**config.mk**
```make
export PLATFORM = sky130hd
export DESIGN_NAME = scl_phase_timer
export DESIGN_NICKNAME = d
export VERILOG_FILES = /design/src/design/i2c_pkg.sv /design/src/design/scl_phase_timer.sv
export SDC_FILE = /design/constraint.sdc
export NUM_CORES = 1
export LEC_CHECK = 0
export ABC_AREA = 1
export BUFFER_PORTS_ARGS = -buffer_cell sky130_fd_sc_hd__buf_2
export CORE_AREA = 2 2 39 41
export CTS_CLUSTER_DIAMETER = 50
export DETAILED_ROUTE_END_ITERATION = 6
export DIE_AREA = 0 0 41 43
export SLEW_MARGIN = 0
export SYNTH_ARGS = -nofsm -noshare
export SYNTH_HDL_FRONTEND = slang
export SYNTH_SLANG_ARGS = --single-unit
```
**constraint.sdc**
```tcl
create_clock -name clk -period 1.69 [get_ports clk]
set_input_delay 0.0845 -clock clk [delete_from_list [all_inputs] [get_ports clk]]
set_output_delay 0.0845 -clock clk [all_outputs]
set_load 0.02 [all_outputs]
```
**src/design/i2c_pkg.sv**
```systemverilog
package i2c_pkg;

    // bus timing in clk cycles
    localparam int SCL_DIV = 16;                 // one bit period
    localparam int PH_RISE = SCL_DIV / 4;        // scl goes high
    localparam int PH_MID  = SCL_DIV / 2;        // sda sample, start/stop edge
    localparam int PH_FALL = SCL_DIV * 3 / 4;    // scl goes low
    localparam int PH_END  = SCL_DIV - 1;        // last cycle of the period

    // command fields
    localparam int DEV_W  = 7;
    localparam int REG_W  = 8;
    localparam int DATA_W = 8;

    // entries in the command queue, also the host's credits after reset
    localparam int QUEUE_DEPTH = 4;

    typedef enum logic [3:0] {
        idle,
        start,
        addr_byte,
        addr_ack,
        reg_byte,
        reg_ack,
        data_byte,
        data_ack,
        stop
    } state_t;

    // where the slave refused the transfer
    typedef enum logic [1:0] {
        nack_none,
        nack_dev,
        nack_reg,
        nack_data
    } nack_stage_t;

endpackage
```
**src/design/scl_phase_timer.sv**
```systemverilog
`timescale 1ns/1ps

module scl_phase_timer (
    input  logic clk,
    input  logic rstn,
    input  logic tmr_run,
    output logic ph_rise,
    output logic ph_mid,
    output logic ph_fall,
    output logic ph_end
);

    logic [$clog2(i2c_pkg::SCL_DIV)-1:0] cnt;

    always_ff @(posedge clk or negedge rstn) begin
        if (!rstn)
            cnt <= '0;
        else if (!tmr_run)
            cnt <= '0;                        // next period starts from zero
        else if (cnt == i2c_pkg::PH_END)
            cnt <= '0;
        else
            cnt <= cnt + 1'b1;
    end

    assign ph_rise = tmr_run && (cnt == i2c_pkg::PH_RISE);
    assign ph_mid  = tmr_run && (cnt == i2c_pkg::PH_MID);
    assign ph_fall = tmr_run && (cnt == i2c_pkg::PH_FALL);
    assign ph_end  = tmr_run && (cnt == i2c_pkg::PH_END);

endmodule

```
### After elaboration in Yosys (flattened, before gate mapping)

Index checks and enable logic that the tools add are counted.

| storage, ports and cells | value |
|---|---|
| register bits after elaboration | 4 |
| bits of input ports | 3 |
| output and inout bits | 4 |
| word-level logic and storage cells | 12 |

| cells by class | value |
|---|---|
| $add $sub $neg | 1 |
| equality and inequality tests | 4 |
| multiplexer cells | 2 |
| reductions and logical operators | 4 |

Operator list:

| operator | number |
|---|---|
| 4-bit == test, second input constant | 3 |
| 4-bit two-way mux | 2 |
| 4-bit by 1-bit adder with 4-bit output, second input constant | 1 |
| 4-bit by 3-bit == test with 1-bit output, second input constant | 1 |
| 1-bit logical AND | 4 |

### Logic depth before layout (Yosys ltp)

| logic depth | value |
|---|---|
| word-level depth | 3 |
| mapped depth | 6 |
| gate-level depth less buffers | 6 |

### Worst setup path before layout

Ideal clock, no wire load.

| path | value |
|---|---|
| path type | register to output |
| from | register cnt[0] (netlist name) |
| to | output port ph_end |
| data arrival time | 1.001 ns |
| required time | 1.605 ns |
| slack | 0.604 ns |
| cell stages (with the launch flop) | 6 |
| cell sequence | dfrtp_1 ha_1 nand2_1 inv_1 nand2_2 nor2_1 |

| between the ends | value |
|---|---|
| cells in the longest elaborated chain, start to end | 2 |

RTL lines:

| item | RTL line | text |
|---|---|---|
| start, declared | scl_phase_timer.sv:13 | `logic [$clog2(i2c_pkg::SCL_DIV)-1:0] cnt;` |
| start signal, assigned | scl_phase_timer.sv:23 | `cnt <= cnt + 1'b1;` |
| 4-bit == test | scl_phase_timer.sv:29 | `assign ph_end = tmr_run && (cnt == i2c_pkg::PH_END);` |
| 1-bit logical AND | scl_phase_timer.sv:29 |  |
| end, declared | scl_phase_timer.sv:10 | `output logic ph_end` |

No other way between the ends.

### Worst setup path after layout

Same ends and word-level chain as after synthesis.

==> out/results.ini <==
[global_route]
grt_use_total_pct = 6.16
grt_pass1_vias = 182
grt_pass1_wl_um = 676
grt_max_degree = 7
antenna_found_initial = 0
grt_remaining_overflow = 0

[sta]
relSlewSlack_pct = 88.3
tns_ns = 0
drv_slew = 0
fin_crit_ns = 1.32
tightest_slew_ns = 0.176
hold_violations = 0
setup-violations-final = 0
fin_skew_ns = 0.00123
fin_crit_sh_pct = 78.4
fin_ws_ns = 0.365
fmax_mhz = 755
rsz0062_at_grt = false

[final_layout]
drive_gt1_share_pct = 27.5
syn_to_final_growth_pct = 36.3
regMostFlops = cnt
largest_reg_flops = 4
fill_cells = 159
design_area_um2 = 310
diodes = 0
fin_nets = 47
reg_top3 = cnt x4

[detailed_routing]
wl_per_cell_um = 7.09
vias = 204
dr.first_iter.drc_count = 3
ant_nets = 0
drcViolationCount = 0
drt_pre_antenna_iters = 2
drt_wl_total_um = 397
vias_per_cell = 3.64

[yosys]
synthMuxAreaShare_pct = 0
yosys.cell_types.count = 9
synth-compound-area-share_pct = 2.20
synthesis.nets = 35
synth_xor_area_share_pct = 0
yosys.area_share.simple_pct = 33.0
synthAdderAreaFrac_pct = 11.0
yosysTopAreaCell = dfrtp_1
syn_inst = 30
netlist_top_cells_count = nor2_1, inv_1, dfrtp_1, nand2_1, nand3_1
synth.most_common_cell = nor2_1
yosys_most_used_dff = dfrtp_1
ys_seq_area_share_pct = 44.0
synth-seq-cells = 4
synthTopCellsByArea = dfrtp_1, nor2_1, ha_1
ys_warn_count = 0
synth_edf_count = 0
synthArstFlopShare_pct = 100
synth_area_um2 = 228
synth_top_area_share_pct = 44.0
syn_area_per_cell_um2 = 7.59
synth_top_family_by_area = simple AND/OR/NAND/NOR gates

[clock_network]
cts_resized = 0
clock_latency_ns = 0.23
numCtsBuffers = 3
cts_tree = yes
clkSinkCount = 4
root_buffer = clkbuf_4
cts.htree.levels = 1
clock_path_buffers = 2
clk_pin_slew_ns = 0.04

[worst_setup_path]
cp.required_ns = 1.61
worstPathMaxFanout = 5
end_kind = output pin
start_kind = register
cp.arrival_ns = 1.24
crit_type = register to output pin

[flow_run]
max_cap_viol_count = 0

[pwr]
internal_power_uw = 191
p_leak_uw = 0.000183
finalPower_uw = 243
combPwrFrac_pct = 9.3
p_sw_uw = 52.2
switching_share_pct = 21.5
clkPwrFrac_pct = 45.9
seq_power_share_pct = 44.8
power_density_nw_per_um2 = 784
ir_drop_v = 0.000238

[run_status]
outcome = complete, no violations

[floorplan]
start_util_pct = 16.5
die_y_um = 43
coreArea_um2 = 1380
die_w_um = 41
ios = 7
fp.dieArea_um2 = 1760
rows = 14

[min_path]
hold_class = input port to register

[place]
place_hpwl_um = 342
io_buffers = 6
gp_congestion = 0.670
pre_cts_ws_ns = 0.601
place_area_um2 = 278

-- worst max-delay path, stage by stage, from the launching register on --
cell     delay (ns)
dfrtp_1        0.40
ha_1           0.18
nand2_1        0.05
inv_1          0.08
nand2_2        0.06
nor2_1         0.08
buf_2          0.16
-- logic make-up after synthesis --
family | Yosys count
adders and majority gates | 2
buffers and inverters | 6
and+or+nand+nor | 17
AOI/OAI and AO/OA | 1
DFF | 4
-- worst paths after layout --
kind / startpoint / endpoint / slack (ns) / cells after the start
max reg2reg: cnt[0] / cnt[3] / 0.66 / 6
min in group asynchronous: rstn / cnt[0] / 0.18 / 2
min: tmr_run / cnt[1] / 0.13 / 3
max in group asynchronous: rstn / cnt[2] / 1.39 / 2
min reg2reg: cnt[0] / cnt[0] / 0.51 / 1
max: cnt[0] / ph_end / 0.37 / 6
-- placed cells by master, fill, tap and decap left out, drive strengths merged --
master	synthesis	layout
buf	0	6
o21ai	1	1
inv	6	6
nand4	1	1
nor2	7	7
ha	2	2
dfrtp	4	4
clkbuf	0	3
nand3	3	3
nand2	6	6
dlygate4sd3	0	1
-- cell type report --
| type | instances | area [um^2] | share of cell area [%] |
|---|---|---|---|
| clock buffer | 3 | 22.5 | 7.26 |
| inverter | 6 | 22.5 | 7.26 |
| timing repair buffer | 7 | 40.0 | 12.9 |
| sequential | 4 | 100 | 32.3 |
| tap | 16 | 20.0 | 6.45 |
| multi-input combinational | 20 | 105 | 33.9 |
-- power groups by stage --
| stage | Sequential [uW] | Combinational [uW] | Clock [uW] |
|---|---|---|---|
| 5_1_grt | 111 | 28.7 | 125 |
| 2_1_floorplan | 109 | 13.2 | 0 |
| 4_1_cts | 109 | 23.5 | 119 |
| 3_3_place_gp | 110 | 21.1 | 0 |
| 6_report | 109 | 22.7 | 112 |
| 3_5_place_dp | 110 | 21.7 | 0 |
-- metrics by stage --
step	util, %	instances	hold slack [ns]
global placement	20.1	52	-0.108
CTS	22.4	56	0.121
floorplan	-	30	-0.211
finish	22.4	56	0.129
detailed placement	20.1	52	-0.106
global route	22.4	56	0.164
-- routing by layer --
metal | routed length [um] | global-route usage (%) | up-vias
li1 | - | - | 114
met1 | 186 | 7.84 | 85
met2 | 178 | 6.88 | 5
met3 | 32 | 1.57 | 0
met4 | 0 | 8.00 | 0
met5 | 0 | 0 | -
-- what timing repair did --
item                                    in CTS  in global routing
endpoints found under the setup margin       0                  0
setup buffers                                0                  0
hold buffers                                 1                  0
hold endpoints to repair                     4                  0
Note: power is estimated with default switching activity, not from simulation.
