## config.mk

```make
export PLATFORM = sky130hd
export DESIGN_NAME = i2c_cmd_queue
export DESIGN_NICKNAME = d
export VERILOG_FILES = /design/src/design/i2c_pkg.sv /design/src/design/i2c_cmd_queue.sv
export SDC_FILE = /design/constraint.sdc
export NUM_CORES = 1
export LEC_CHECK = 0
export BUFFER_PORTS_ARGS = -buffer_cell sky130_fd_sc_hd__buf_4
export CORE_ASPECT_RATIO = 0.8
export CORE_MARGIN = 10
export CORE_UTILIZATION = 57
export CTS_BUF_LIST = sky130_fd_sc_hd__clkbuf_16
export DETAILED_ROUTE_END_ITERATION = 8
export PLACE_DENSITY = 0.79
export SYNTH_ARGS = -nofsm -noshare
export SYNTH_HDL_FRONTEND = slang
export SYNTH_SLANG_ARGS = --single-unit
export TNS_END_PERCENT = 100
```

## constraint.sdc

```tcl
create_clock -name clk -period 1.83 [get_ports clk]
set_input_delay 0.0915 -clock clk [delete_from_list [all_inputs] [get_ports clk]]
set_output_delay 0.0915 -clock clk [all_outputs]
set_load 0.05 [all_outputs]
```

## src/design/i2c_pkg.sv

```systemverilog
package i2c_pkg;

    // bus timing in clk cycles
    localparam int SCL_DIV = 16;                 // one bit period
    localparam int PH_RISE = SCL_DIV / 4;        // scl goes high
    localparam int PH_MID  = SCL_DIV / 2;        // sda sample, start/stop edge
    localparam int PH_FALL = SCL_DIV * 3 / 4;    // scl goes low
    localparam int PH_END  = SCL_DIV - 1;        // last cycle of the period

    // command fields
    localparam int DEV_W  = 7;
    localparam int REG_W  = 8;
    localparam int DATA_W = 8;

    // entries in the command queue, also the host's credits after reset
    localparam int QUEUE_DEPTH = 4;

    typedef enum logic [3:0] {
        idle,
        start,
        addr_byte,
        addr_ack,
        reg_byte,
        reg_ack,
        data_byte,
        data_ack,
        stop
    } state_t;

    // where the slave refused the transfer
    typedef enum logic [1:0] {
        nack_none,
        nack_dev,
        nack_reg,
        nack_data
    } nack_stage_t;

endpackage
```

## src/design/i2c_cmd_queue.sv

```systemverilog
`timescale 1ns/1ps

module i2c_cmd_queue (
    input  logic                        clk,
    input  logic                        rstn,
    input  logic                        cmd_valid,
    input  logic [i2c_pkg::DEV_W-1:0]   cmd_dev,
    input  logic [i2c_pkg::REG_W-1:0]   cmd_reg,
    input  logic [i2c_pkg::DATA_W-1:0]  cmd_data,
    input  logic                        q_pop,
    output logic                        q_empty,
    output logic [i2c_pkg::DEV_W-1:0]   q_dev,
    output logic [i2c_pkg::REG_W-1:0]   q_reg,
    output logic [i2c_pkg::DATA_W-1:0]  q_data,
    output logic                        credit
);

    logic [i2c_pkg::DEV_W-1:0]  mem_dev  [i2c_pkg::QUEUE_DEPTH];
    logic [i2c_pkg::REG_W-1:0]  mem_reg  [i2c_pkg::QUEUE_DEPTH];
    logic [i2c_pkg::DATA_W-1:0] mem_data [i2c_pkg::QUEUE_DEPTH];

    logic [$clog2(i2c_pkg::QUEUE_DEPTH)-1:0] wr_ptr;
    logic [$clog2(i2c_pkg::QUEUE_DEPTH)-1:0] rd_ptr;
    logic [$clog2(i2c_pkg::QUEUE_DEPTH):0]   count;   // occupancy

    assign q_empty = (count == '0);

    always_ff @(posedge clk or negedge rstn) begin
        if (!rstn) begin
            wr_ptr <= '0;
            rd_ptr <= '0;
            count  <= '0;
            credit <= 1'b0;
        end else begin
            credit <= q_pop;                  // one credit back per pop
            if (cmd_valid)
                wr_ptr <= wr_ptr + 1'b1;      // depth is a power of two
            if (q_pop)
                rd_ptr <= rd_ptr + 1'b1;
            if (cmd_valid && !q_pop)
                count <= count + 1'b1;
            else if (!cmd_valid && q_pop)
                count <= count - 1'b1;
        end
    end

    // room is guaranteed by the host's credits
    always_ff @(posedge clk) begin
        if (cmd_valid) begin
            mem_dev[wr_ptr]  <= cmd_dev;
            mem_reg[wr_ptr]  <= cmd_reg;
            mem_data[wr_ptr] <= cmd_data;
        end
        if (q_pop) begin
            q_dev  <= mem_dev[rd_ptr];
            q_reg  <= mem_reg[rd_ptr];
            q_data <= mem_data[rd_ptr];
        end
    end

endmodule

```

# After elaboration in Yosys (flattened, before gate mapping)
# Memories as Yosys holds them, arrays and structs flattened. A register that Yosys moved wholly into a read port is not among the register bits.
# Cells that the tools add are included.
# Widths: inputs -> output; s select.
[totals]
word_cells = 21
reg_bits = 8
mem_count = 3
ram_bits = 92
[classes]
addsub = 4
reduce_logical = 6
mux = 4
[mem_list]
columns = ["name", "words", "word_bits", "read_ports", "rd_ports_with_merged_regs", "wr", "line", "rtl"]
rows = [
  ["mem_data", 4, 8, 1, 1, 1, "i2c_cmd_queue.sv:20", "logic [i2c_pkg::DATA_W-1:0] mem_data [i2c_pkg::QUEUE_DEPTH];"],
  ["mem_reg", 4, 8, 1, 1, 1, "i2c_cmd_queue.sv:19", "logic [i2c_pkg::REG_W-1:0] mem_reg [i2c_pkg::QUEUE_DEPTH];"],
  ["mem_dev", 4, 7, 1, 1, 1, "i2c_cmd_queue.sv:18", "logic [i2c_pkg::DEV_W-1:0] mem_dev [i2c_pkg::QUEUE_DEPTH];"],
]
[ops]
columns = ["operator", "n"]
rows = [
  ["$mux 3", 2],
  ["$add 2x1->2 const B", 2],
  ["$add 3x1->3 const B", 1],
  ["$logic_not 3->1", 1],
  ["$sub 3x1->3 const B", 1],
  ["$logic_and 1x1->1", 2],
  ["$logic_not 1->1", 2],
  ["$mux 1", 2],
  ["$reduce_bool 2->1", 1],
]

# Logic depth before layout (Yosys ltp)
# Gate-level depths: netlist of run 1.
[logic_depth]
depth_word = 4
ltp_mapped = 7
mapped_depth_nobuf = 7

# Worst setup path after synthesis of run 1
# OpenSTA, ideal clock, no wires.
[synth_timing]
path_type = "register to output"
from = "reg count[0] (netlist name)"
to = "out q_empty"
arrival_time_ns = 1.510
slack_ns = 0.229
stages_incl_launch_ff = 2
path_cell_list = "dfrtp_1 -> nor3_1"
[synth_between]
elab_chain_len = 1
[synth_rtl]
columns = ["element", "line", "rtl"]
rows = [
  ["from (decl)", "i2c_cmd_queue.sv:24", "logic [$clog2(i2c_pkg::QUEUE_DEPTH):0] count;"],
  ["from (signal assigned)", "i2c_cmd_queue.sv:41", "count <= count + 1'b1;"],
  ["from (signal assigned)", "i2c_cmd_queue.sv:43", "count <= count - 1'b1;"],
  ["$logic_not 3->1", "i2c_cmd_queue.sv:26", "assign q_empty = (count == '0);"],
  ["to (decl)", "i2c_cmd_queue.sv:11", "output logic q_empty,"],
]
# No other way between the ends.

# Worst setup path after layout of run 1
[layout_timing]
from = "in cmd_valid"
to = "reg count[2] (netlist name)"
[layout_between]
elab_chain_len = 3
word_cells_on_any_way = 5
classes_between = "mux: 1; reduce/logical: 4"
[layout_rtl]
columns = ["element", "line", "rtl"]
rows = [
  ["from (decl)", "i2c_cmd_queue.sv:6", "input logic cmd_valid,"],
  ["$logic_not 1->1", "i2c_cmd_queue.sv:42", "else if (!cmd_valid && q_pop)"],
  ["$logic_and 1x1->1", "i2c_cmd_queue.sv:42", ""],
  ["$reduce_bool 2->1 (no line)", "n/a", ""],
]
# Several ways; a longest one is shown, not always the timed one.
# A chain may end at the register's enable or synchronous reset.

==> impl_metrics.py, run 1 <==
metrics = {
    "status": {
        "status": "finished, final reports clean",
    },
    "timing": {
        "finalCritPeriodShare_pct": 82.6,
        "worst_slew_pin_slew_ns": 0.379,
        "setup_viol": 0,
        "clock_skew_ns": 0.00596,
        "worst_slack_ns": 0.319,
        "rsz0062_at_grt": "no",
        "relSlewSlack_pct": 74.8,
        "hold_violations": 0,
        "timing.fmax_mhz": 662,
        "tns_ns": 0,
        "drv_slew": 0,
        "period_needed_ns": 1.51,
    },
    "drt": {
        "ant_nets": 0,
        "drc": 0,
        "drt-pass1-iter-count": 4,
        "vias": 2057,
        "drt-initial-drc-count": 129,
        "routed_wl_um": 7830,
        "wl_per_cell_um": 19.9,
        "viasPerCell": 5.23,
    },
    "cells_and_area": {
        "num-fill-cells": 400,
        "diodes": 0,
        "post-route-cell-area_sq_um": 5820,
        "nNetsFinal": 308,
        "drive_gt1_share_pct": 35.8,
        "area.growth.synth_to_final_pct": 30.4,
    },
    "setup_path": {
        "cp-start-kind": "input port",
        "crit_arrival_ns": 1.83,
        "critPathSlowestCell": "dlygate4sd3_1",
        "worstSetupEndpointType": "flop",
        "critPathMostFrequentCell": "xor2_1",
        "critical-path-top-delay-family": "buffers and inverters",
        "critPathBufInv": 3,
        "required_ns": 2.15,
        "crit_path_max_incr_delay_ns": 0.54,
        "worstSetupPathType": "in -> reg",
        "worstPathMaxFanout": 8,
        "crit_chain": "dlygate4sd3_1 -> buf_4 -> ha_1 -> inv_1 -> fa_1 -> xor2_1 -> nor2_1 -> xor2_1",
    },
    "clock_tree": {
        "clk_path_buf_depth": 2,
        "clk_pin_slew_worst_paths_ns": 0.05,
        "cts_tree": "yes",
        "cts_setup_buffers": 0,
        "cts_buffers": 17,
        "cts_hold_buf": 25,
        "insertion_delay_ns": 0.41,
        "cts_sinks": 123,
        "clockRootBuffer": "clkbuf_16",
        "cts-resized-gates": 0,
        "htreeDepth": 4,
    },
    "grt": {
        "grt_first_pass_wirelength_um": 12400,
        "grt_pass1_vias": 2268,
        "gr-total-overflow": 0,
        "grt_max_degree": 27,
        "grtUsageTotal_pct": 14.4,
        "antenna_found_initial": 0,
    },
    "placement": {
        "dp_hpwl_um": 4520,
        "gp_congestion": 0.658,
        "placed_area_sq_um": 5020,
        "placement.io_buffers": 51,
        "post-place-ws_ns": 0.345,
    },
    "power": {
        "internal_power_mw": 6.89,
        "p_leak_nw": 2.12,
        "finalPower_mw": 9.71,
        "seqPwrFrac_pct": 42.1,
        "p_sw_mw": 2.82,
        "pwr-share-comb_pct": 26.5,
        "clkPwrFrac_pct": 31.4,
        "p_per_area_nw_per_um2": 1670,
        "switching_share_pct": 29.1,
        "vdd_ir_drop_max_mv": 1.20,
    },
    "synth": {
        "yosysWarnings": 0,
        "yosysTopAreaCellShare_pct": 77.4,
        "ys_seq_elements": 123,
        "syn-instance-count": 178,
        "synth_cell_types": 18,
        "yosysTopAreaCell": "edfxtp_1",
        "synthTopCellsByArea": "edfxtp_1 (77%), mux4_2 (9.1%), dfrtp_1 (4.5%)",
        "syn_nets": 211,
        "syn-cell-area_sq_um": 4460,
        "synth.avg_cell_area_sq_um": 25.1,
        "yosysSeqAreaShare_pct": 81.8,
    },
    "worst_hold_path": {
        "hold_path_class": "in -> async",
    },
    "floorplan": {
        "die_x_um": 119,
        "rows": 28,
        "pin_count": 52,
        "initial_core_util_pct": 59.5,
        "dieArea_sq_um": 11800,
        "core_sq_um": 7500,
        "die_y_um": 99.2,
    },
    "job": {
        "max_cap_violations": 0,
    },
}
stage by stage:
step | utilization (%) | hold slack [ns] | std cells
floorplan | - | -0.204 | 178
global placement | 67.0 | -0.0845 | 336
detailed placement | 67.0 | -0.0834 | 336
CTS | 77.6 | 0.0307 | 393
global route | 77.6 | 0.0532 | 393
finish | 77.6 | 0.0431 | 393
placed cells by master (no fill, tap or decap), types with 3 or more instances in the layout:
| master | n |
|---|---|
| edfxtp_1 | 115 |
| buf_4 | 55 |
| dlygate4sd3_1 | 25 |
| mux4_2 | 18 |
| clkbuf_16 | 17 |
| inv_1 | 9 |
| dfrtp_1 | 7 |
| mux4_1 | 5 |
| ha_1 | 5 |
| and2_1 | 4 |
| xor2_1 | 4 |
| buf_12 | 4 |
| clkinv_2 | 3 |
| clkinv_1 | 3 |
per-layer routing:
| metal | vias up | track usage, % | wire length, um | share of wire (%) |
|---|---|---|---|---|
| met5 | - | 0 | 0 | 0 |
| met4 | 0 | 6.19 | 124 | 1.6 |
| met3 | 10 | 6.72 | 457 | 5.8 |
| met2 | 52 | 22.4 | 4000 | 51 |
| met1 | 1066 | 17.0 | 3250 | 42 |
| li1 | 929 | - | - | - |
synth_stat cells (all sizes together):
cell,n
edfxtp,115
mux4,23
dfrtp,8
buf,6
ha,5
and2,4
inv,4
xor2,4
nand2,2
xnor2,2
fa,1
mux2,1
nor2,1
nor3,1
o21ai,1
path summary, 6_finish.rpt:
path	cells past startpoint	slack [ns]	start	endpoint
min	2	0.04	rstn	rd_ptr[1]$_DFFE_PN0P_
max reg2reg	2	0.35	rd_ptr[0]$_DFFE_PN0P_	q_data[7]$_DFFE_PP_
min reg2reg	1	0.48	count[2]$_DFFE_PN0P_	count[2]$_DFFE_PN0P_
max in group asynchronous	2	1.64	rstn	rd_ptr[0]$_DFFE_PN0P_
min in group clk	4	0.17	q_pop	count[0]$_DFFE_PN0P_
max	8	0.32	cmd_valid	count[2]$_DFFE_PN0P_
power groups by stage:
stage	clock network (mW)	registers, mW	logic, mW
after floorplan	0	4.74	1.23
after global placement	0	4.12	2.49
after detailed placement	0	4.13	2.56
after CTS	3.09	4.09	2.62
after global routing	3.23	4.14	2.76
final	3.05	4.09	2.57
area by class of cell:
class                   count  area, sq um  area share [%]
clock inverters            15          120            2.06
multi-input cells          45          729            12.5
clock buffers              17          425            7.31
repair buffers             84          743            12.8
flip-flops and latches    123         3650            62.8
well taps                 105          131            2.26
inverters                   4         15.0           0.258
cell families (layout without fill, tap and decap cells):
kind of cell,after synthesis,count (layout),share of synthesized area [%]
DFF,123,123,81.8
muxes,24,24,12.3
buffers and inverters,10,120,1.82
and+or+nand+nor,8,8,0.925
adders and majority gates,6,6,1.85
xor gates and xnor gates,6,6,1.18
AOI/OAI and AO/OA,1,1,0.112
Power figures use the tool's default switching activity.
==> run 2: changes to the inputs <==
CORE_UTILIZATION = 51   (was 57)
PLACE_DENSITY = 0.75   (was 0.79)
clock period = 1.2 ns   (was 1.83 ns; I/O delays follow)
==> run 2 against run 1 <==
Clock power increased by 65%. Clock skew increased by 0.00091 ns. The run now ends with negative setup slack left. Register-to-register slack got worse by 0.57 ns. Via count increased by 11%. Total power increased by 72%. Combinational power increased by 110%.
==> impl_metrics.py, run 2 (synthesis gave the netlist of run 1 again) <==
metrics = {
    "drt": {
        "wl_per_cell_um": 22.5,
        "vias": 2274,
        "drc": 0,
        "viasPerCell": 5.35,
        "drt-pass1-iter-count": 4,
        "routed_wl_um": 9560,
        "ant_nets": 0,
        "drt-initial-drc-count": 143,
    },
    "floorplan": {
        "initial_core_util_pct": 52.4,
        "pin_count": 52,
        "rows": 30,
        "dieArea_sq_um": 12900,
        "die_y_um": 104,
        "die_x_um": 125,
        "core_sq_um": 8520,
    },
    "status": {
        "violations": "negative setup slack",
        "status": "complete, but fails checks",
    },
    "timing": {
        "clock_skew_ns": 0.00687,
        "finalCritPeriodShare_pct": 118,
        "worst_slew_pin_slew_ns": 0.374,
        "period_needed_ns": 1.42,
        "worst_slack_ns": -0.216,
        "relSlewSlack_pct": 75.1,
        "rsz0062_at_grt": "yes",
        "setup_viol": 118,
        "timing.fmax_mhz": 706,
        "hold_violations": 0,
        "drv_slew": 0,
        "tns_ns": -16.01,
    },
    "power": {
        "seqPwrFrac_pct": 37.9,
        "switching_share_pct": 30.4,
        "internal_power_mw": 11.6,
        "clkPwrFrac_pct": 30.1,
        "p_leak_nw": 2.30,
        "p_sw_mw": 5.07,
        "pwr-share-comb_pct": 32.0,
        "vdd_ir_drop_max_mv": 1.65,
        "p_per_area_nw_per_um2": 2640,
    },
    "clock_tree": {
        "htreeDepth": 4,
        "cts_tree": "yes",
        "clk_pin_slew_worst_paths_ns": 0.06,
        "cts_sinks": 123,
        "clockRootBuffer": "clkbuf_16",
        "clk_path_buf_depth": 2,
        "cts_buffers": 17,
        "insertion_delay_ns": 0.41,
    },
    "grt": {
        "grt_first_pass_wirelength_um": 15000,
        "grtUsageTotal_pct": 15.2,
        "gr-total-overflow": 0,
        "grt_pass1_vias": 2527,
        "grt_max_degree": 27,
        "antenna_found_initial": 0,
    },
    "cells_and_area": {
        "diodes": 0,
        "final_cell_mix": "edfxtp_1 (115), buf_4 (58), dlygate4sd3_1 (24)",
        "nNetsFinal": 333,
        "post-route-cell-area_sq_um": 6320,
        "area.growth.synth_to_final_pct": 41.5,
        "final_common_cell": "edfxtp_1",
        "drive_gt1_share_pct": 49.2,
        "num-fill-cells": 441,
    },
    "setup_path": {
        "worstSetupEndpointType": "flop",
        "worstSetupPathType": "reg -> reg",
        "cp-start-kind": "flop",
        "required_ns": 1.33,
        "worstPathMaxFanout": 6,
        "crit_arrival_ns": 1.54,
    },
    "placement": {
        "post-place-ws_ns": -0.182,
        "placement.io_buffers": 51,
        "dp_hpwl_um": 5040,
        "placed_area_sq_um": 5190,
        "gp_congestion": 0.673,
    },
    "job": {
        "max_cap_violations": 0,
    },
    "worst_hold_path": {
        "hold_path_class": "in -> async",
    },
}
-- run 2: final timing paths --
path	slack [ns]	cells past startpoint	start	end
max reg2reg	-0.22	6	wr_ptr[1]$_DFFE_PN0P_	mem_reg[1][4]$_DFFE_PP_
min in group clk	0.06	3	cmd_valid	wr_ptr[0]$_DFFE_PN0P_
min	0.03	2	rstn	credit$_DFF_PN0_
min reg2reg	0.54	1	count[2]$_DFFE_PN0P_	count[2]$_DFFE_PN0P_
max	-0.22	6	wr_ptr[1]$_DFFE_PN0P_	mem_reg[1][4]$_DFFE_PP_
max in group asynchronous	1.02	2	rstn	rd_ptr[0]$_DFFE_PN0P_
-- run 2: power by group through the flow --
stage / Sequential (mW) / Clock, mW / Combinational, mW
6_report: 6.31 / 5.02 / 5.33
5_1_grt: 6.38 / 5.31 / 5.63
4_1_cts: 6.31 / 5.07 / 5.21
3_5_place_dp: 6.35 / 0 / 4.39
3_3_place_gp: 6.31 / 0 / 4.29
2_1_floorplan: 7.23 / 0 / 1.92
-- run 2: timing repair --
item | in CTS | in global routing
hold buffers | 24 | 0
gates resized for setup | 27 | 6
pin swaps | 2 | 4
hold endpoints to repair | 100 | 0
setup buffers | 6 | 3
endpoints found under the setup margin | 118 | 118
cloned | 6 | 2
-- run 2: layer usage --
metal  vias to the layer above  global-route usage, %  wire (um)
li1                        988                      -          -
met2                        83                   25.1       4980
met5                         -                      0          0
met3                        14                   5.30        485
met1                      1189                   18.1       3950
met4                         0                   5.07        145
-- run 2: final cells by class --
type,instances,area (sq um),share of cell area (%)
Timing Repair Buffer,106,1100,17.5
Clock buffer,17,425,6.73
Sequential cell,123,3660,57.9
Multi-Input combinational cell,48,811,12.8
Inverter,4,15.0,0.238
Tap cell,112,140,2.22
Clock inverter,15,165,2.61
-- run 2: worst max-delay path: stages (launching register included) --
cell	delay [ns]
dfrtp_1	0.41
inv_2	0.08
buf_6	0.10
ha_4	0.11
and2_4	0.19
buf_12	0.13
buf_16	0.12
-- run 2: through the flow --
stage	util, %	hold slack (ns)	std cells	power, mW
3_5_place_dp	60.9	-0.112	353	10.7
5_1_grt	74.1	0.0392	425	17.3
4_1_cts	73.4	0.0202	421	16.6
3_3_place_gp	60.9	-0.112	353	10.6
2_1_floorplan	-	-0.236	178	9.15
6_report	74.1	0.0344	425	16.7
