`config.mk`:
```
export PLATFORM = sky130hd
export DESIGN_NAME = i2c_bit_shifter
export DESIGN_NICKNAME = d
export VERILOG_FILES = /design/src/design/i2c_pkg.sv /design/src/design/i2c_bit_shifter.sv
export SDC_FILE = /design/constraint.sdc
export NUM_CORES = 1
export LEC_CHECK = 0
export BUFFER_PORTS_ARGS = -buffer_cell sky130_fd_sc_hd__buf_2
export CORE_AREA = 10 10 47 49
export CTS_CLUSTER_DIAMETER = 80
export CTS_CLUSTER_SIZE = 14
export DETAILED_ROUTE_END_ITERATION = 8
export DIE_AREA = 0 0 57 59
export GPL_ROUTABILITY_DRIVEN = 1
export HOLD_SLACK_MARGIN = 0.12
export PLACE_DENSITY = 0.73
export SLEW_MARGIN = 20
export SYNTH_ARGS = -nofsm -noshare
export SYNTH_HDL_FRONTEND = slang
export SYNTH_SLANG_ARGS = --single-unit
```
`constraint.sdc`:
```
create_clock -name clk -period 1.3 [get_ports clk]
set_clock_uncertainty 0.05 [all_clocks]
set_input_delay 0.13 -clock clk [delete_from_list [all_inputs] [get_ports clk]]
set_output_delay 0.13 -clock clk [all_outputs]
set_load 0.05 [all_outputs]
```
`src/design/i2c_pkg.sv`:
```
package i2c_pkg;

    // bus timing in clk cycles
    localparam int SCL_DIV = 16;                 // one bit period
    localparam int PH_RISE = SCL_DIV / 4;        // scl goes high
    localparam int PH_MID  = SCL_DIV / 2;        // sda sample, start/stop edge
    localparam int PH_FALL = SCL_DIV * 3 / 4;    // scl goes low
    localparam int PH_END  = SCL_DIV - 1;        // last cycle of the period

    // command fields
    localparam int DEV_W  = 7;
    localparam int REG_W  = 8;
    localparam int DATA_W = 8;

    // entries in the command queue, also the host's credits after reset
    localparam int QUEUE_DEPTH = 4;

    typedef enum logic [3:0] {
        idle,
        start,
        addr_byte,
        addr_ack,
        reg_byte,
        reg_ack,
        data_byte,
        data_ack,
        stop
    } state_t;

    // where the slave refused the transfer
    typedef enum logic [1:0] {
        nack_none,
        nack_dev,
        nack_reg,
        nack_data
    } nack_stage_t;

endpackage
```
`src/design/i2c_bit_shifter.sv`:
```
`timescale 1ns/1ps

module i2c_bit_shifter (
    input  logic                        clk,
    input  logic                        rstn,
    input  logic                        sh_load,
    input  logic [i2c_pkg::DATA_W-1:0]  load_byte,
    input  logic                        sh_shift,
    input  logic                        sda_in,
    input  logic                        ph_mid,
    output logic                        sh_bit,
    output logic                        sh_last,
    output logic                        ack_n
);

    logic [i2c_pkg::DATA_W-1:0]         shreg;
    logic [$clog2(i2c_pkg::DATA_W)-1:0] bit_idx;

    always_ff @(posedge clk) begin
        if (sh_load)
            shreg <= load_byte;
        else if (sh_shift)
            shreg <= {shreg[i2c_pkg::DATA_W-2:0], 1'b0};
    end

    always_ff @(posedge clk or negedge rstn) begin
        if (!rstn) begin
            bit_idx <= '0;
            ack_n   <= 1'b1;
        end else begin
            if (sh_load)
                bit_idx <= '0;
            else if (sh_shift)
                bit_idx <= bit_idx + 1'b1;
            if (ph_mid)
                ack_n <= sda_in;              // scl is high here
        end
    end

    assign sh_bit  = shreg[i2c_pkg::DATA_W-1];   // msb first
    assign sh_last = (bit_idx == i2c_pkg::DATA_W - 1);

endmodule

```
======== Yosys cells after proc, flatten, opt, wreduce, memory -nomap -nowiden ========
Cells that the tools add are included.
storage, ports and cells
  bits in registers ....................... 12
  logic and storage cells ................. 10
  input port bits ......................... 14
cells by class
  add/sub/neg operators ................... 1
  reduce and logical (&&, ||, !) cells .... 1
  mux-type cells .......................... 4
  equality and inequality tests ........... 1
operator list
  cell                                          count
  2-to-1 mux 8 bit                              2
  2-to-1 mux 3 bit                              2
  adder 3 x 1 -> 3 bit (second input constant)  1
  equality test 3 bit (second input constant)   1
  nonzero test 2 bit                            1

======== Longest topological paths before layout ========
Gate-level depths: netlist (run 1).
  depth after elaboration ................. 3
  gate-level depth with buffers ........... 4

======== Worst setup path before layout (run 1) ========
No wires, ideal clock.
  path kind ............................... reg2reg
  start ................................... register bit_idx[0] (netlist name)
  end ..................................... register bit_idx[2] (netlist name)
  setup time .............................. 0.118 ns
  cell stages (with the launch flop) ...... 5
  clock period less this slack ............ 1.152 ns
  path slack .............................. 0.148 ns
  arrival time ............................ 0.984 ns
  path buffers ............................ 0
  cell sequence ........................... dfrtp_1 ha_1 ha_1 mux2i_1 nor2_1
on the way
  cells in the longest elaborated chain, start to end .. 3
RTL lines
  element                 RTL line               text
  start, declared         i2c_bit_shifter.sv:17  logic [$clog2(i2c_pkg::DATA_W)-1:0] bit_idx;
  start signal, assigned  i2c_bit_shifter.sv:34  bit_idx <= bit_idx + 1'b1;
  adder 3 x 1 -> 3 bit    i2c_bit_shifter.sv:34
  2-to-1 mux 3 bit        i2c_bit_shifter.sv:33  else if (sh_shift)
  2-to-1 mux 3 bit        i2c_bit_shifter.sv:31  if (sh_load)
Every way passes these cells. The select of a mux whose other input is x is not followed.
A chain may end at the register's enable or synchronous reset.

======== Final worst setup path (run 1) ========
  start ................................... register bit_idx[1] (netlist name)
  end ..................................... output port sh_last
on the way
  cells in the longest elaborated chain, start to end .. 1
RTL lines
  element              RTL line               text
  equality test 3 bit  i2c_bit_shifter.sv:41  assign sh_last = (bit_idx == i2c_pkg::DATA_W - 1);
  end, declared        i2c_bit_shifter.sv:12  output logic sh_last,
Every way passes these cells.

==> out/qor.csv, run 1 <==
metric,value,unit
status,finished with violations,
violations,setup timing,
cts_max_path_buffers,2,
overflow,0,
p_sw,200,uW
place_area,629,um^2
die_x,57,um
critPathLaunch,bit_idx[1],
layout_min_cycle_time,1350,ps
ys_warn_count,0,
place_hpwl,769,um
maxCapViolCount,0,
synth_top_family_by_area,multiplexers,
tightest_slew,336,ps
grt_pass1_vias,420,
required,1120,ps
power_frac_clock,0.323,
place.gp.congestion,0.602,
core-area,1400,um^2
antenna_found_initial,0,
comb_power_share,0.162,
crit_path_end_kind,primary output,
finalWirelength,1.05,mm
utilization,0.555,
drt_pass1_iterations,3,
start_util,0.386,
irDropWorstVdd,0.567,mV
numCtsBuffers,3,
post-place-cells,62,
synth-simple-area-share,0.0463,
power_frac_seq,0.515,
path_clk_slew,80,ps
synth_xor_area_frac,0.0162,
p_per_area,1160,nW/um^2
p_int,704,uW
rsz0062_at_grt,yes,
layout.cells.non_filler,75,
synth_cells,31,
max-slew-margin-rel,0.776,
grtUsageTotal,0.0679,
fill_cells,126,
worst-r2r-setup-slack,140,ps
finalHoldViolCount,0,
layout-drive-gt1-share,0.559,
rows,14,
timing.fmax,0.742,GHz
ys_ff_latch,12,
min_period_over_period,1.04,
grt_max_degree,13,
setup_slack,-47.9,ps
setup_viol,1,
reg2reg_from,bit_idx[1],
yosys-mux-area-fraction,0.238,
syn_nets,47,
grt_first_pass_wirelength,1.81,mm
area_growth,44.0,%
hp-class,input port to asynchronous set/reset pin,
multi_input_area,203,um^2
slew_viol_final,0,
port_buffers,16,
cts_tree,yes,
final_common_cell,buf_2,
seqCellArea,342,um^2
cts_max_level,1,
crit_fanout,2,
final_area,778,um^2
routedWlPerCell,14.0,um
worstSetupEndpoint,sh_last,
drcViolationCount,0,
synth.avg_cell_area,17.4,um^2
r2r_cells,4,
reg2reg_to,bit_idx[2],
final_cell_mix,"15 x buf_2, 8 x dlygate4sd3_1, 8 x edfxtp_1",
dieArea,3360,um^2
dieHeight,59,um
cp.arrival,1170,ps
p_leak,0.000351,uW
num_vias,347,
setup_tns,-47.9,ps
ys_seq_area_frac,0.632,
antenna_cells,0,
netlist_area,541,um^2
crit_type,flop to primary output,
final_nets,76,
synth_compound_area_frac,0,
holdWs,119,ps
viasPerCell,4.63,
clk_latency,270,ps
cts_root_buffer,clkbuf_4,
start_kind,flop,
synth_fa_ha_area_frac,0.0463,
io_pins,17,
swShare,0.221,
synth_cell_type_count,12,
drtIter0Drc,3,
ant_nets,0,
cts.sinks,12,
==> how the worst min path moves through the flow <==
| stage | cells after the start | slack [ps] | to |
|---|---|---|---|
| 2_1_floorplan | 0 | -220 | bit_idx[0] |
| 3_3_place_gp | 1 | -110 | bit_idx[1] |
| 3_5_place_dp | 1 | -110 | bit_idx[2] |
| 4_1_cts | 2 | 120 | shreg[4] |
| 5_1_grt | 2 | 130 | shreg[4] |
| 6_report | 2 | 120 | bit_idx[1] |
==> kinds of logic (layout without fill, tap and decap cells) <==
logic type,after synthesis,in the layout
buf+inv,1,29
flops,12,12
simple gates,5,5
fa+ha+maj,2,2
mux,10,10
xor+xnor,1,1
==> area by class of cell <==
type	instances	area share
flip-flops and latches	12	0.439
clock buffers	4	0.0466
repair buffers	25	0.228
multi-input cells	18	0.260
well taps	16	0.0257
==> metrics by stage <==
step / total power (uW) / setup slack [ps]
3_5_place_dp: 597 / 57.2
5_1_grt: 944 / -73.2
6_report: 904 / -47.9
4_1_cts: 909 / -43.6
3_3_place_gp: 591 / 125
2_1_floorplan: 557 / 148
==> cells in the mapped netlist <==
master | number | area, um^2
mux2_4 | 5 | 75.1
and2_2 | 1 | 7.51
dfrtp_1 | 3 | 75.1
mux2i_1 | 2 | 20.0
xnor2_1 | 1 | 8.76
nor2_1 | 3 | 11.3
mux2_2 | 3 | 33.8
dfstp_2 | 1 | 26.3
edfxtp_1 | 8 | 240
ha_1 | 2 | 25.0
buf_6 | 1 | 11.3
or2_1 | 1 | 6.26
==> power groups by stage <==
stage	registers (uW)	clock network (uW)	logic [uW]
2_1_floorplan	494	0	62.6
3_3_place_gp	472	0	119
3_5_place_dp	474	0	123
4_1_cts	467	294	149
5_1_grt	470	312	161
6_report	466	291	147
==> routing by layer <==
| layer | part of all wire | routed length (um) | GRT usage | vias up |
|---|---|---|---|---|
| li1 | - | - | - | 168 |
| met1 | 0.39 | 409 | 0.0715 | 170 |
| met2 | 0.53 | 559 | 0.112 | 9 |
| met3 | 0.076 | 80 | 0.0279 | 0 |
| met4 | 0 | 0 | 0.0403 | 0 |
| met5 | 0 | 0 | 0 | - |
==> registers in the layout, summed over array words and instances (netlist names) <==
register,count
ack_n,1
shreg,8
bit_idx,3
==> critical path: stages (launching register included) <==
cell and delay (ps):
dfrtp_1 400, ha_2 200, ha_4 160, buf_8 140
==> timing repair <==
action                                  in CTS  in global routing
endpoints found under the hold margin       10                  0
endpoints found under the setup margin       1                  1
gates resized for setup                      6                  0
hold buffers                                 8                  0
setup buffers                                1                  0
pin swaps                                    0                  1
Power figures use the tool's default switching activity.
==> run 2, diff against run 1 <==
==> constraint.sdc (replaced) <==
create_clock -name clk -period 1.3 [get_ports clk]
set_clock_uncertainty 0.05 [all_clocks]
set_input_delay 0.26 -clock clk [delete_from_list [all_inputs] [get_ports clk]]
set_output_delay 0.26 -clock clk [all_outputs]
set_load 0.05 [all_outputs]
==> run 2 against run 1 <==
  * The run still ends with setup timing left
  * Combinational power about the same
  * Sequential share of layout area rose by 2.2 points
  * Maximum frequency is 7.4% lower
  * Final area decreased by 4.8%
  * Global-route usage rose by 0.20 points
  * Via count down 6.3%
  * Clock-buffer cell count is the same
  * First-iteration DRC count is 67% higher
  * Sequential cell count stayed put
  * Routed wire length fell by 4.2%
  * Register-to-register slack gained 30 ps
  * Core utilization shrank 2.7 points
  * Largest cell class unchanged
==> out/qor.csv, run 2 (same netlist as run 1, synthesis figures left out) <==
metric,value,unit,change
cts_max_path_buffers,2,,unchanged
tightest_slew,282,ps,-54.6 ps
cts_tree,yes,,
io_pins,17,,unchanged
port_buffers,16,,unchanged
grt_first_pass_wirelength,1.79,mm,-1.5%
holdWs,190,ps,+71.2 ps
largest_reg_flops,8,,unchanged
final_cell_mix,"14 x buf_2, 8 x edfxtp_1, 5 x mux2_4",,
timing.fmax,0.687,GHz,-7.4%
p_per_area,1210,nW/um^2,+4.3%
viasPerCell,4.58,,-1.1%
cts_root_buffer,clkbuf_4,,
cp.arrival,1150,ps,-20 ps
area_growth,37.0,%,
path_clk_slew,70,ps,about the same
layout.cells.non_filler,71,,-5.3%
regMostFlops,shreg,,
layout_min_cycle_time,1460,ps,+108 ps
crit_slowest_cell,dfrtp_1,,
irDropWorstVdd,0.739,mV,+30%
routedWlPerCell,14.1,um,+1.2%
crit_path_end_kind,primary output,,
drtIter0Drc,5,,+2
final_nets,72,,-5.3%
rows,14,,unchanged
grt_max_degree,13,,unchanged
rsz0062_at_grt,yes,,
swShare,0.215,,-0.00569
p_leak,0.000340,uW,-3.3%
hp-class,input port to flop,,
core-area,1400,um^2,unchanged
grtUsageTotal,0.0699,,+0.00204
antenna_found_initial,0,,unchanged
numCtsBuffers,3,,unchanged
finalWirelength,1.00,mm,-4.2%
dieHeight,59,um,unchanged
cts_max_level,1,,unchanged
p_int,704,uW,about the same
path_buf_inv,1,,unchanged
die_x,57,um,unchanged
final_common_cell,buf_2,,
violations,setup timing,,
finalHoldViolCount,0,,unchanged
cts.sinks,12,,unchanged
p_sw,193,uW,-3.3%
antenna_cells,0,,unchanged
max_stage_delay,390,ps,about the same
drcViolationCount,0,,unchanged
power_frac_seq,0.521,,+0.006
cp_top_family,flip-flops,,
crit_type,flop to primary output,,
slew_viol_final,0,,unchanged
status,finished with violations,,
path_cells,"ha_2, ha_4, buf_8",,
num_vias,325,,-6.3%
setup_slack,-156,ps,-108 ps
ant_nets,0,,unchanged
comb_power_share,0.162,,about the same
largestRegisters,"shreg (8), bit_idx (3), ack_n (1)",,
place_hpwl,770,um,+0.21%
drt_pass1_iterations,2,,-1
grt_pass1_vias,381,,-9.3%
utilization,0.529,,-0.0268
maxCapViolCount,0,,unchanged
required,990,ps,-130 ps
min_period_over_period,1.12,,+0.0833
start_kind,flop,,
dieArea,3360,um^2,unchanged
layout-drive-gt1-share,0.655,,+0.0952
setup_viol,1,,unchanged
overflow,0,,unchanged
crit_fanout,2,,unchanged
start_util,0.386,,unchanged
place.gp.congestion,0.618,,+2.7%
post-place-cells,64,,+3.2%
max-slew-margin-rel,0.812,,+0.0364
power_frac_clock,0.317,,-0.006
clk_latency,260,ps,about the same
-- run 2: cell types whose count changed in the layout (fill, tap and decap cells not counted) --
cell / previous run / this run
buf_2: 15 / 14
buf_4: 1 / 4
buf_8: 1 / 2
dlygate4sd3_1: 8 / 1
-- run 2: power groups by stage --
stage | Sequential (uW) | Combinational, uW | Clock, uW
finish | 467 | 146 | 284
global route | 472 | 159 | 316
CTS | 467 | 141 | 300
detailed placement | 474 | 127 | 0
global placement | 471 | 124 | 0
floorplan | 494 | 62.6 | 0
-- run 2: final cells by class --
| type | instances | area, um^2 |
|---|---|---|
| Tap cell | 16 | 20.0 |
| Fill cell | 127 | 661 |
| Multi-Input combinational cell | 18 | 203 |
| Timing Repair Buffer | 21 | 140 |
| Sequential cell | 12 | 342 |
| Clock buffer | 4 | 36.3 |
-- run 2: per-stage QoR --
stage / setup WS [ps] / total power [uW] / area [um^2] / setup TNS [ps]
6_report: -156 / 897 / 741 / -156
5_1_grt: -187 / 947 / 741 / -190
4_1_cts: -171 / 907 / 729 / -171
3_5_place_dp: 35.6 / 601 / 644 / 0
3_3_place_gp: 49.0 / 596 / 644 / 0
2_1_floorplan: 61.8 / 557 / 541 / 0
-- run 2: what timing repair did --
item                                    in CTS  in global routing
endpoints found under the setup margin       2                  2
hold buffers                                 1                  0
hold endpoints to repair                     4                  0
pin swaps                                    1                  0
setup buffers                                1                  1
gates resized for setup                      8                  1
-- run 2: final timing paths --
kind	from	to	slack, ps	cells after the start
setup / recovery	bit_idx[1]	sh_last	-160	3
hold / removal	sda_in	ack_n	190	2
setup reg to reg	bit_idx[1]	bit_idx[2]	170	4
hold reg to reg	shreg[3]	shreg[4]	510	1
max in group asynchronous	rstn	ack_n	720	2
min in group asynchronous	rstn	bit_idx[1]	270	2
-- run 2: layer usage --
layer,up-vias,wire length [um],track usage
li1,160,-,-
met1,154,383,0.0686
met2,9,527,0.113
met3,2,76,0.0279
met4,0,17,0.0604
met5,-,0,0
==> run 3, diff against run 2 <==
==> constraint.sdc (replaced) <==
create_clock -name clk -period 1.3 [get_ports clk]
set_clock_uncertainty 0.05 [all_clocks]
set_input_delay 0.065 -clock clk [delete_from_list [all_inputs] [get_ports clk]]
set_output_delay 0.065 -clock clk [all_outputs]
set_load 0.05 [all_outputs]
==> run 3 against run 2 <==
  * Combinational power rose by 15%
  * Total power is 2.8% lower
  * Highest routed layer unchanged
  * The flow now finishes without violations
  * Sequential cell count stayed put
  * Largest power group unchanged
  * Final cell count increased by 17%
==> out/qor.csv, run 3 (same netlist as run 1, synthesis figures left out) <==
metric,value,unit,change
status,finished clean,,
start_kind,flop,,
clk_latency,270,ps,about the same
grt_max_degree,12,,-1
worst-r2r-setup-slack,140,ps,-30 ps
max-slew-margin-rel,0.765,,-0.0471
core-area,1400,um^2,unchanged
largest_reg_flops,8,,unchanged
place_hpwl,732,um,-4.9%
largestRegisters,"shreg (8), bit_idx (3), ack_n (1)",,
hp-class,input port to asynchronous set/reset pin,,
grt_pass1_vias,448,,+18%
antenna_found_initial,0,,unchanged
fill_cells,118,,-7.1%
layout.cells.non_filler,83,,+17%
viasPerCell,4.54,,-0.77%
start_util,0.386,,unchanged
finalHoldViolCount,0,,unchanged
layout_min_cycle_time,1280,ps,-181 ps
cp.arrival,1160,ps,about the same
crit_path_end_kind,primary output,,
path_clk_slew,70,ps,about the same
place_area,629,um^2,-2.3%
overflow,0,,unchanged
required,1190,ps,+200 ps
setup_slack,24.6,ps,+181 ps
final_nets,84,,+17%
drt_pass1_iterations,4,,+2
tightest_slew,352,ps,+70.6 ps
num_vias,377,,+16%
grt_first_pass_wirelength,1.88,mm,+5.4%
maxCapViolCount,0,,unchanged
slew_viol_final,0,,unchanged
port_buffers,16,,unchanged
finalWirelength,1.19,mm,+19%
setup_viol,0,,-1
area_growth,53.9,%,
post-place-cells,62,,-3.1%
cts_root_buffer,clkbuf_4,,
antenna_cells,0,,unchanged
holdWs,225,ps,+35.1 ps
dp_slack,82.2,ps,+46.6 ps
rows,14,,unchanged
cts_tree,yes,,
routedWlPerCell,14.4,um,+1.6%
cts_max_level,1,,unchanged
die_x,57,um,unchanged
grtUsageTotal,0.0701,,+0.000184
p_leak,0.000379,uW,+11%
layout-drive-gt1-share,0.493,,-0.162
drtIter0Drc,4,,-1
dieHeight,59,um,unchanged
utilization,0.594,,+0.0652
io_pins,17,,unchanged
cts.sinks,12,,unchanged
p_per_area,1050,nW/um^2,-13%
final_cell_mix,"15 x dlygate4sd3_1, 15 x buf_2, 8 x edfxtp_1",,
cts_max_path_buffers,2,,unchanged
crit_fanout,2,,unchanged
dieArea,3360,um^2,unchanged
crit_type,flop to primary output,,
timing.fmax,0.784,GHz,+14%
drcViolationCount,0,,unchanged
min_period_over_period,0.981,,-0.139
irDropWorstVdd,0.545,mV,-26%
ant_nets,0,,unchanged
place.gp.congestion,0.592,,-4.2%
regMostFlops,shreg,,
numCtsBuffers,3,,unchanged
final_area,832,um^2,+12%
[run 3: cell types whose count changed in the layout (fill, tap and decap cells not counted)]
cell,delta
dlygate4sd3_1,+14
ha_2,+1
clkbuf_8,-1
buf_2,+1
buf_8,-2
buf_4,-2
ha_4,-1
clkinv_1,+1
buf_6,+1
[run 3: through the flow]
stage / total power [uW] / setup TNS, ps
floorplan: 557 / 0
CTS: 874 / 0
global route: 910 / -8.67
finish: 872 / 0
detailed placement: 597 / 0
global placement: 591 / 0
[run 3: repair_timing]
| action | CTS | global route |
|---|---|---|
| hold buffers | 15 | 0 |
| gates resized for setup | 3 | 1 |
| endpoints found under the hold margin | 16 | 0 |
| setup buffers | 1 | 1 |
| endpoints found under the setup margin | 1 | 1 |
[run 3: report_power, final]
group	internal (uW)	switching, uW
Combinational	98.1	70.1
Sequential	453	12.9
Clock	111	127
Total	662	210
[run 3: layout make-up]
type	instances	area, um^2	share of cell area
sequential	12	342	0.411
clock inverter	1	3.75	0.00451
tap	16	20.0	0.0241
clock buffer	3	22.5	0.0271
timing repair buffer	33	251	0.302
multi-input combinational	18	193	0.232
[run 3: worst paths after layout]
kind	startpoint	depth (start not counted)	end
max	bit_idx[0]	3	sh_last
min	rstn	2	ack_n
max reg2reg	bit_idx[0]	4	bit_idx[2]
min reg2reg	bit_idx[2]	2	bit_idx[2]
max in group asynchronous	rstn	3	bit_idx[0]
min in group clk	sh_load	2	shreg[2]
[run 3: per-layer routing]
metal  vias up  global-route usage  wire [um]
met1       177              0.0704        453
met2        13               0.118        629
met4         0              0.0302          5
met3         2              0.0386        104
li1        185                   -          -
met5         -                   0          0
[run 3: critical path, stage by stage (launching register included)]
cell	delay, ps
dfrtp_1	390
ha_2	190
ha_2	160
buf_6	150
